[src/logic/pll_rcfg_macros.svh]
// ~~~~~~~~~~~~~~~~~~~~~~~~~~~~~~~~~~~~~~~~~~~~~~~~~
// Width, channel count and CSR offset constants
// for the PLL reconfiguration front end
// ~~~~~~~~~~~~~~~~~~~~~~~~~~~~~~~~~~~~~~~~~~~~~~~~~

`ifndef PLL_RCFG_MACROS_SVH
`define PLL_RCFG_MACROS_SVH

// Channel bank size and host address split
`define NUM_CHANNELS      4
`define CHAN_SEL_BITS     2
`define CHAN_ADDR_BITS    10
`define HOST_ADDR_BITS    (`CHAN_SEL_BITS + `CHAN_ADDR_BITS)

// Data widths
`define BUS_DATA_BITS     32
`define XCVR_DATA_BITS    8

// Layout of the 10-bit channel address
// Bit 9 picks the soft CSR, the rest is offset or register index
`define XCVR_ADDR_BITS    9
`define CSR_INDEX_BITS    4
`define CSR_RSVD_BITS     (`XCVR_ADDR_BITS - `CSR_INDEX_BITS)

// Soft CSR register map
`define CSR_STATUS_OFFSET   0
`define CSR_CONTROL_OFFSET  1

`endif

[src/logic/pll_rcfg_pkg.sv]
// ~~~~~~~~~~~~~~~~~~~~~~~~~~~~~~~~~~~~~~~~~~~~~~~~~
// Shared bus, channel and status types; import it
// with a wildcard in the module header
// ~~~~~~~~~~~~~~~~~~~~~~~~~~~~~~~~~~~~~~~~~~~~~~~~~

`default_nettype none

`include "pll_rcfg_macros.svh"

package pll_rcfg_pkg;

  typedef logic [`CHAN_SEL_BITS-1:0] chan_sel_t;

  // Transceiver view of a channel address
  typedef struct packed {
    logic                        csr_sel;
    logic [`XCVR_ADDR_BITS-1:0]  offset;
  } xcvr_addr_t;

  // Soft CSR view of the same address
  typedef struct packed {
    logic                        csr_sel;
    logic [`CSR_RSVD_BITS-1:0]   rsvd;
    logic [`CSR_INDEX_BITS-1:0]  index;
  } csr_addr_t;

  typedef union packed {
    xcvr_addr_t  xcvr;
    csr_addr_t   csr;
  } chan_addr_u;

  typedef struct packed {
    logic                        read;
    logic                        write;
    logic [`HOST_ADDR_BITS-1:0]  address;
    logic [`BUS_DATA_BITS-1:0]   writedata;
  } host_req_t;

  typedef struct packed {
    logic                        read;
    logic                        write;
    chan_addr_u                  addr;
    logic [`XCVR_DATA_BITS-1:0]  writedata;
  } chan_req_t;

  typedef struct packed {
    logic [`XCVR_DATA_BITS-1:0]  readdata;
    logic                        waitrequest;
  } chan_rsp_t;

  // Field order gives the status register layout, powerdown in bit 3
  typedef struct packed {
    logic  powerdown;
    logic  locked;
    logic  cal_busy;
    logic  avmm_busy;
  } pll_status_t;

endpackage

`default_nettype wire

[src/logic/rcfg_splitter.sv]
// ~~~~~~~~~~~~~~~~~~~~~~~~~~~~~~~~~~~~~~~~~~~~~~~~~
// Splits the shared host request into one request
// per channel using the upper address bits
// ~~~~~~~~~~~~~~~~~~~~~~~~~~~~~~~~~~~~~~~~~~~~~~~~~

`timescale 1ns/100ps
`default_nettype none

`include "pll_rcfg_macros.svh"

module rcfg_splitter
  import pll_rcfg_pkg::*;
(
  input  host_req_t                         host_req,
  output chan_req_t [`NUM_CHANNELS-1:0]     chan_req,
  output chan_sel_t                         chan_sel
);

  chan_sel_t  sel;

  // Channel select sits above the per-channel address
  assign sel      = host_req.address[`HOST_ADDR_BITS-1 -: `CHAN_SEL_BITS];
  assign chan_sel = sel;

  always_comb begin
    for (int unsigned ch = 0; ch < `NUM_CHANNELS; ch++) begin
      // Strobes only reach the addressed channel
      chan_req[ch].read      = host_req.read  & (sel == chan_sel_t'(ch));
      chan_req[ch].write     = host_req.write & (sel == chan_sel_t'(ch));
      // Address and data are broadcast
      chan_req[ch].addr      = host_req.address[`CHAN_ADDR_BITS-1:0];
      chan_req[ch].writedata = host_req.writedata[`XCVR_DATA_BITS-1:0];
    end
  end

endmodule

`default_nettype wire

[src/logic/pll_soft_csr.sv]
// ~~~~~~~~~~~~~~~~~~~~~~~~~~~~~~~~~~~~~~~~~~~~~~~~~
// Per-channel soft CSR: status readback and PLL
// powerdown override, two cycles per access
// ~~~~~~~~~~~~~~~~~~~~~~~~~~~~~~~~~~~~~~~~~~~~~~~~~

`timescale 1ns/100ps
`default_nettype none

`include "pll_rcfg_macros.svh"

module pll_soft_csr
  import pll_rcfg_pkg::*;
(
  input  wire logic                        reconfig_clk,
  input  wire logic                        rst_n,

  input  wire logic                        csr_read,
  input  wire logic                        csr_write,
  input  wire logic [`CSR_INDEX_BITS-1:0]  csr_index,
  input  wire logic [`XCVR_DATA_BITS-1:0]  csr_writedata,
  output chan_rsp_t                        csr_rsp,

  input  pll_status_t                      status,
  output logic                             pll_powerdown
);

  localparam logic [`CSR_INDEX_BITS-1:0] STATUS_IDX  = `CSR_STATUS_OFFSET;
  localparam logic [`CSR_INDEX_BITS-1:0] CONTROL_IDX = `CSR_CONTROL_OFFSET;

  logic         csr_access;
  logic         busy_q;
  logic         complete;
  pll_status_t  status_q;
  // Bit 0 override enable, bit 1 override value
  logic [1:0]   ctrl_q;

  assign csr_access = csr_read | csr_write;

  // First cycle waits, second cycle completes
  assign complete = csr_access & busy_q;

  always_ff @(posedge reconfig_clk) begin
    if (!rst_n) begin
      busy_q <= 1'b0;
    end else if (csr_access && !busy_q) begin
      busy_q <= 1'b1;
    end else begin
      // Cleared on completion or if the strobe goes away
      busy_q <= 1'b0;
    end
  end

  // Status sampled every cycle
  always_ff @(posedge reconfig_clk) begin
    status_q <= status;
  end

  always_ff @(posedge reconfig_clk) begin
    if (!rst_n) begin
      ctrl_q <= 2'b00;
    end else if (complete && csr_write && csr_index == CONTROL_IDX) begin
      ctrl_q <= csr_writedata[1:0];
    end
  end

  always_comb begin
    case (csr_index)
      STATUS_IDX:  csr_rsp.readdata = {{(`XCVR_DATA_BITS-4){1'b0}}, status_q};
      CONTROL_IDX: csr_rsp.readdata = {{(`XCVR_DATA_BITS-2){1'b0}}, ctrl_q};
      default:     csr_rsp.readdata = '0;
    endcase
  end

  assign csr_rsp.waitrequest = ~busy_q;

  // Override wins when enabled, otherwise follow the PLL input
  assign pll_powerdown = ctrl_q[0] ? ctrl_q[1] : status.powerdown;

endmodule

`default_nettype wire

[src/logic/chan_router.sv]
// ~~~~~~~~~~~~~~~~~~~~~~~~~~~~~~~~~~~~~~~~~~~~~~~~~
// One channel: steers a request to the soft CSR or
// the transceiver port by address bit 9
// ~~~~~~~~~~~~~~~~~~~~~~~~~~~~~~~~~~~~~~~~~~~~~~~~~

`timescale 1ns/100ps
`default_nettype none

`include "pll_rcfg_macros.svh"

module chan_router
  import pll_rcfg_pkg::*;
(
  input  wire logic                        reconfig_clk,
  input  wire logic                        rst_n,

  // Request from the splitter and response to the host side
  input  chan_req_t                        chan_req,
  output chan_rsp_t                        chan_rsp,

  // PLL status in, powerdown out
  input  pll_status_t                      status,
  output logic                             pll_powerdown,

  // Transceiver port
  output logic                             avmm_read,
  output logic                             avmm_write,
  output logic [`XCVR_ADDR_BITS-1:0]       avmm_address,
  output logic [`XCVR_DATA_BITS-1:0]       avmm_writedata,
  input  wire logic [`XCVR_DATA_BITS-1:0]  avmm_readdata,
  input  wire logic                        avmm_waitrequest
);

  logic       csr_hit;
  logic       csr_read;
  logic       csr_write;
  chan_rsp_t  csr_rsp;
  chan_rsp_t  xcvr_rsp;

  assign csr_hit = chan_req.addr.xcvr.csr_sel;

  // CSR side
  assign csr_read  = chan_req.read  &  csr_hit;
  assign csr_write = chan_req.write &  csr_hit;

  // Transceiver side never sees a CSR access
  assign avmm_read      = chan_req.read  & ~csr_hit;
  assign avmm_write     = chan_req.write & ~csr_hit;
  assign avmm_address   = chan_req.addr.xcvr.offset;
  assign avmm_writedata = chan_req.writedata;

  assign xcvr_rsp.readdata    = avmm_readdata;
  assign xcvr_rsp.waitrequest = avmm_waitrequest;

  // Transceiver waitrequest passes straight through to the host
  assign chan_rsp = csr_hit ? csr_rsp : xcvr_rsp;

  pll_soft_csr u_soft_csr (
    .reconfig_clk   (reconfig_clk),
    .rst_n          (rst_n),
    .csr_read       (csr_read),
    .csr_write      (csr_write),
    .csr_index      (chan_req.addr.csr.index),
    .csr_writedata  (chan_req.writedata),
    .csr_rsp        (csr_rsp),
    .status         (status),
    .pll_powerdown  (pll_powerdown)
  );

endmodule

`default_nettype wire

[src/logic/rcfg_return_mux.sv]
// ~~~~~~~~~~~~~~~~~~~~~~~~~~~~~~~~~~~~~~~~~~~~~~~~~
// Returns the addressed channel's response to the
// host, readdata zero-extended to the bus width
// ~~~~~~~~~~~~~~~~~~~~~~~~~~~~~~~~~~~~~~~~~~~~~~~~~

`timescale 1ns/100ps
`default_nettype none

`include "pll_rcfg_macros.svh"

module rcfg_return_mux
  import pll_rcfg_pkg::*;
(
  input  chan_sel_t                          chan_sel,
  input  chan_rsp_t [`NUM_CHANNELS-1:0]      chan_rsp,
  output logic [`BUS_DATA_BITS-1:0]          reconfig_readdata,
  output logic                               reconfig_waitrequest
);

  chan_rsp_t  sel_rsp;

  // Index comes decoded from the splitter
  assign sel_rsp = chan_rsp[chan_sel];

  // Upper bits are always zero on the host bus
  assign reconfig_readdata = {
    {(`BUS_DATA_BITS-`XCVR_DATA_BITS){1'b0}},
    sel_rsp.readdata
  };

  assign reconfig_waitrequest = sel_rsp.waitrequest;

endmodule

`default_nettype wire

[src/logic/pll_rcfg_top.sv]
// ~~~~~~~~~~~~~~~~~~~~~~~~~~~~~~~~~~~~~~~~~~~~~~~~~
// Top of the PLL reconfiguration front end: one
// shared host bus in, one transceiver port and one
// powerdown output per channel
// ~~~~~~~~~~~~~~~~~~~~~~~~~~~~~~~~~~~~~~~~~~~~~~~~~

`timescale 1ns/100ps
`default_nettype none

`include "pll_rcfg_macros.svh"

module pll_rcfg_top
  import pll_rcfg_pkg::*;
(
  input  wire logic                                            reconfig_clk,
  input  wire logic                                            rst_n,

  // Shared host bus
  input  wire logic                                            reconfig_read,
  input  wire logic                                            reconfig_write,
  input  wire logic [`HOST_ADDR_BITS-1:0]                      reconfig_address,
  input  wire logic [`BUS_DATA_BITS-1:0]                       reconfig_writedata,
  output logic [`BUS_DATA_BITS-1:0]                            reconfig_readdata,
  output logic                                                 reconfig_waitrequest,

  // Transceiver ports, one per channel
  output logic [`NUM_CHANNELS-1:0]                             avmm_read,
  output logic [`NUM_CHANNELS-1:0]                             avmm_write,
  output logic [`NUM_CHANNELS-1:0][`XCVR_ADDR_BITS-1:0]        avmm_address,
  output logic [`NUM_CHANNELS-1:0][`XCVR_DATA_BITS-1:0]        avmm_writedata,
  input  wire logic [`NUM_CHANNELS-1:0][`XCVR_DATA_BITS-1:0]   avmm_readdata,
  input  wire logic [`NUM_CHANNELS-1:0]                        avmm_waitrequest,

  // PLL status and powerdown
  input  pll_status_t [`NUM_CHANNELS-1:0]                      pll_status,
  output logic [`NUM_CHANNELS-1:0]                             pll_powerdown
);

  host_req_t                         host_req;
  chan_req_t [`NUM_CHANNELS-1:0]     chan_req;
  chan_rsp_t [`NUM_CHANNELS-1:0]     chan_rsp;
  chan_sel_t                         chan_sel;

  assign host_req = '{
    read:      reconfig_read,
    write:     reconfig_write,
    address:   reconfig_address,
    writedata: reconfig_writedata
  };

  rcfg_splitter u_splitter (
    .host_req  (host_req),
    .chan_req  (chan_req),
    .chan_sel  (chan_sel)
  );

  for (genvar ch = 0; ch < `NUM_CHANNELS; ch++) begin : g_chan
    chan_router u_router (
      .reconfig_clk      (reconfig_clk),
      .rst_n             (rst_n),
      .chan_req          (chan_req[ch]),
      .chan_rsp          (chan_rsp[ch]),
      .status            (pll_status[ch]),
      .pll_powerdown     (pll_powerdown[ch]),
      .avmm_read         (avmm_read[ch]),
      .avmm_write        (avmm_write[ch]),
      .avmm_address      (avmm_address[ch]),
      .avmm_writedata    (avmm_writedata[ch]),
      .avmm_readdata     (avmm_readdata[ch]),
      .avmm_waitrequest  (avmm_waitrequest[ch])
    );
  end

  rcfg_return_mux u_return_mux (
    .chan_sel              (chan_sel),
    .chan_rsp              (chan_rsp),
    .reconfig_readdata     (reconfig_readdata),
    .reconfig_waitrequest  (reconfig_waitrequest)
  );

endmodule

`default_nettype wire

[config.mk]
export PLATFORM = sky130hd
export DESIGN_NAME = pll_rcfg_top
export DESIGN_NICKNAME = d
export VERILOG_FILES = /design/src/logic/pll_rcfg_pkg.sv /design/src/logic/rcfg_splitter.sv /design/src/logic/pll_soft_csr.sv /design/src/logic/chan_router.sv /design/src/logic/rcfg_return_mux.sv /design/src/logic/pll_rcfg_top.sv
export VERILOG_INCLUDE_DIRS = /design/src /design/src/logic
export SDC_FILE = /design/constraint.sdc
export NUM_CORES = 1
export LEC_CHECK = 0
export ABC_AREA = 1
export BUFFER_PORTS_ARGS = -buffer_cell sky130_fd_sc_hd__buf_2
export CAP_MARGIN = 20
export CORE_MARGIN = 2
export CORE_UTILIZATION = 35
export DETAILED_ROUTE_END_ITERATION = 10
export PLACE_DENSITY = 0.9
export SLEW_MARGIN = 20
export SYNTH_ARGS = -nofsm -noshare
export SYNTH_HDL_FRONTEND = slang
export SYNTH_SLANG_ARGS = --single-unit
[constraint.sdc]
create_clock -name reconfig_clk -period 1 [get_ports reconfig_clk]
set_input_delay 0.05 -clock reconfig_clk [delete_from_list [all_inputs] [get_ports reconfig_clk]]
set_output_delay 0.05 -clock reconfig_clk [all_outputs]
set_load 0.1 [all_outputs]
==> results.md <==
- Run status: complete, but fails checks
- Failing checks: setup timing
- Antenna Violating Nets Remaining: 0
- Root Buffer Master: clkbuf_8
- Clk buf depth: 2
- Detailed placement HPWL: 5820 microns
- Crit-path max FO: 2
- Pre-CTS WS: -302 ps
- FF-to-FF Start: g_chan[2].u_router.u_soft_csr.busy_q
- Minimum clock period: 1350 ps
- Worst setup EP type: output pin
- DRC: 0
- Largest net degree at the start of global routing: 15
- Average wire per standard cell: 16.5 microns
- Initial antenna violation count: 0
- Die H: 87.1 microns
- Post-Route WL: 8690 microns
- CTS tree: done
- Fin. max-slew vios: 0
- Setup violations, final: 14
- Power Total: 4.28 mW
- Grt total ovfl: 0
- Vias in the first global route: 2,557
- Hold Path Class: in2reg
- Peak VDD IR: 0.700 mV
- Ys Warns: 0
- Ports: 213
- Flops & latches, synth: 28
- Worst Path Required: 950 ps
- Port Buf Inserts: 109
- Worst Hold Launch: rst_n
- Finished Layout Cells: 528
- Clock Latency Late Sink: 280 ps
- Die width: 87.1 microns
- FMAX: 0.742 GHz
- Layout cell share with drive strength beyond 1: 63.2%
- Power Dens Cells: 1020 mW/mm^2
- Skew final: 1.12 ps
- R2R depth: 6
- Dpl cells: 485
- Final instance area: 0.00421 sq mm
- Die area: 0.00759 sq mm
- Leak: 1.96 nW
- Final Util: 62.3%
- First drt pass iteration count: 4
- Crit path launch type: flip-flop
- Via/cell ratio: 4.82
- GRT Overall Usage: 20.6%
- Syn avg cell area: 6.87 sq um
- Hold Crit Depth: 3
- Clock-pin slew on the worst setup and hold paths: 90 ps
- Level count of the clock H-tree: 1
- Rows: 30
- Crit path DAT: 1300 ps
- Maxcap violations: 0
- Area after DPL: 0.00333 sq mm
- Distinct cells, synth: 28
- Critical path type: reg2out
- Seq/Total Area, Yosys: 23.2%
- Mapped Area: 0.00242 sq mm
- Setup slack after layout: -348 ps
- # clock sinks: 28
- Hold Path Sink: g_chan[3].u_router.u_soft_csr.ctrl_q[1]
- Detailed-route via count: 2,544
- Core area: 0.00676 sq mm
- RD Place Congestion: 0.842
- R2R setup slack: -20 ps
- DRT iter0 DRCs: 103
- Final hold vios: 0
- Starting Density: 35.8%
- FF-to-FF End: g_chan[2].u_router.u_soft_csr.ctrl_q[0]
- Final Cycle Share: 135%
- Final Net Count: 550
- Diodes inserted: 0
- Syn-to-layout area delta: 74.2%
- Post-Syn Instances: 352
- CTS Buf Count: 3
- RSZ-0062 raised after global routing: true
- First-pass GRT wire length: 12,200 microns
-- registers in the layout, indices dropped and copies added, names as in the netlist --
signal,count
g_chan.u_router.u_soft_csr.status_q,16
g_chan.u_router.u_soft_csr.ctrl_q,8
g_chan.u_router.u_soft_csr.busy_q,4
-- worst max-delay path by stage --
| stage | from | end | slack, ps | cells after the start |
|---|---|---|---|---|
| after floorplan | reconfig_address[9] | reconfig_waitrequest | -500 | 5 |
| after global placement | reconfig_address[10] | reconfig_readdata[4] | -280 | 6 |
| after detailed placement | reconfig_address[10] | reconfig_readdata[0] | -300 | 8 |
| after CTS | g_chan[3].u_router.u_soft_csr.ctrl_q[0] | reconfig_readdata[0] | -350 | 7 |
| after global routing | g_chan[1].u_router.u_soft_csr.ctrl_q[0] | reconfig_readdata[0] | -400 | 7 |
| final | g_chan[1].u_router.u_soft_csr.ctrl_q[0] | reconfig_readdata[0] | -350 | 7 |
-- worst max-delay path: stages (launching register included) --
cell and delay, ps:
dfxtp_2 380, nand3_2 80, nand2_2 80, nand2_2 60, nand2_2 90, a21oi_4 70, nand2_4 90, buf_12 170
-- routing by layer --
metal | track usage (%) | share of wire (%) | routed length [microns]
met4 | 9.93 | 5.4 | 473
met2 | 39.8 | 53 | 4630
met5 | 0 | 0 | 0
met1 | 21.3 | 35 | 3010
met3 | 3.51 | 6.7 | 582
-- synthesized netlist by cell type --
library cell | instances | area share (%)
buf_4 | 108 | 34
nand2_1 | 106 | 16
dfxtp_1 | 28 | 23
nand3_1 | 24 | 5.0
nor2_1 | 17 | 2.6
inv_1 | 16 | 2.5
a21oi_1 | 11 | 2.3
o21ai_0 | 5 | 1.0
a31oi_1 | 4 | 1.0
a211oi_2 | 3 | 1.6
mux2_2 | 3 | 1.4
nor2_4 | 3 | 1.4
o211ai_1 | 3 | 0.93
buf_2 | 2 | 0.41
buf_6 | 2 | 0.93
inv_2 | 2 | 0.31
nand2_4 | 2 | 0.93
nand4_1 | 2 | 0.52
nor2_2 | 2 | 0.52
a211oi_1 | 1 | 0.31
a21oi_2 | 1 | 0.36
buf_1 | 1 | 0.16
clkbuf_2 | 1 | 0.21
conb_1 | 1 | 0.16
inv_4 | 1 | 0.26
nand3b_1 | 1 | 0.31
nand4_4 | 1 | 0.88
nor2_8 | 1 | 0.83
-- metrics by stage --
stage	setup TNS (ps)	hold slack (ps)
floorplan	-1540	77.7
global placement	-4410	102
detailed placement	-5320	102
CTS	-3320	19.2
global route	-3630	23.9
finish	-2940	21.8
-- cell families after synthesis --
logic type	count (synthesis)	synth area share [%]
simple gates	159	29.5
mux	3	1.40
compound gates	28	7.51
buf+inv	133	38.3
other cells	1	0.155
flops	28	23.2
-- layout make-up --
type / count / area, sq um
clock buffers: 3 / 41.3
fillers: 521 / 2550
inverters: 19 / 93.8
multi-input cells: 215 / 1440
flip-flops and latches: 28 / 579
well taps: 80 / 100
repair buffers: 182 / 1940
repair inverters: 1 / 8.76
-- report_power, final --
group	switching, mW	leakage, nW	total (mW)	internal (mW)
registers	0.0152	0.238	1.17	1.16
logic	1.68	1.70	2.49	0.809
clock network	0.350	0.0216	0.622	0.272
-- cells in the final DEF (no fill, tap or decap), types with 8 or more instances in the layout --
| master | instances |
|---|---|
| dlygate4sd3_1 | 16 |
| conb_1 | 24 |
| nand3_1 | 14 |
| buf_12 | 50 |
| buf_4 | 41 |
| dfxtp_2 | 15 |
| nand3_2 | 10 |
| nor2_4 | 14 |
| dfxtp_1 | 13 |
| nand2_4 | 10 |
| nand2_1 | 66 |
| nand2_2 | 29 |
| inv_1 | 8 |
| buf_6 | 9 |
| buf_2 | 63 |
| inv_2 | 8 |
-- repair_timing --
action	in CTS	in global routing
resized for setup	94	51
pin swaps	40	33
gates cloned	2	0
hold endpoints to repair	16	0
hold buffers	16	0
buffers inserted	11	13
endpoints found under the setup margin	21	29
Note: power is estimated with default switching activity, not from simulation.
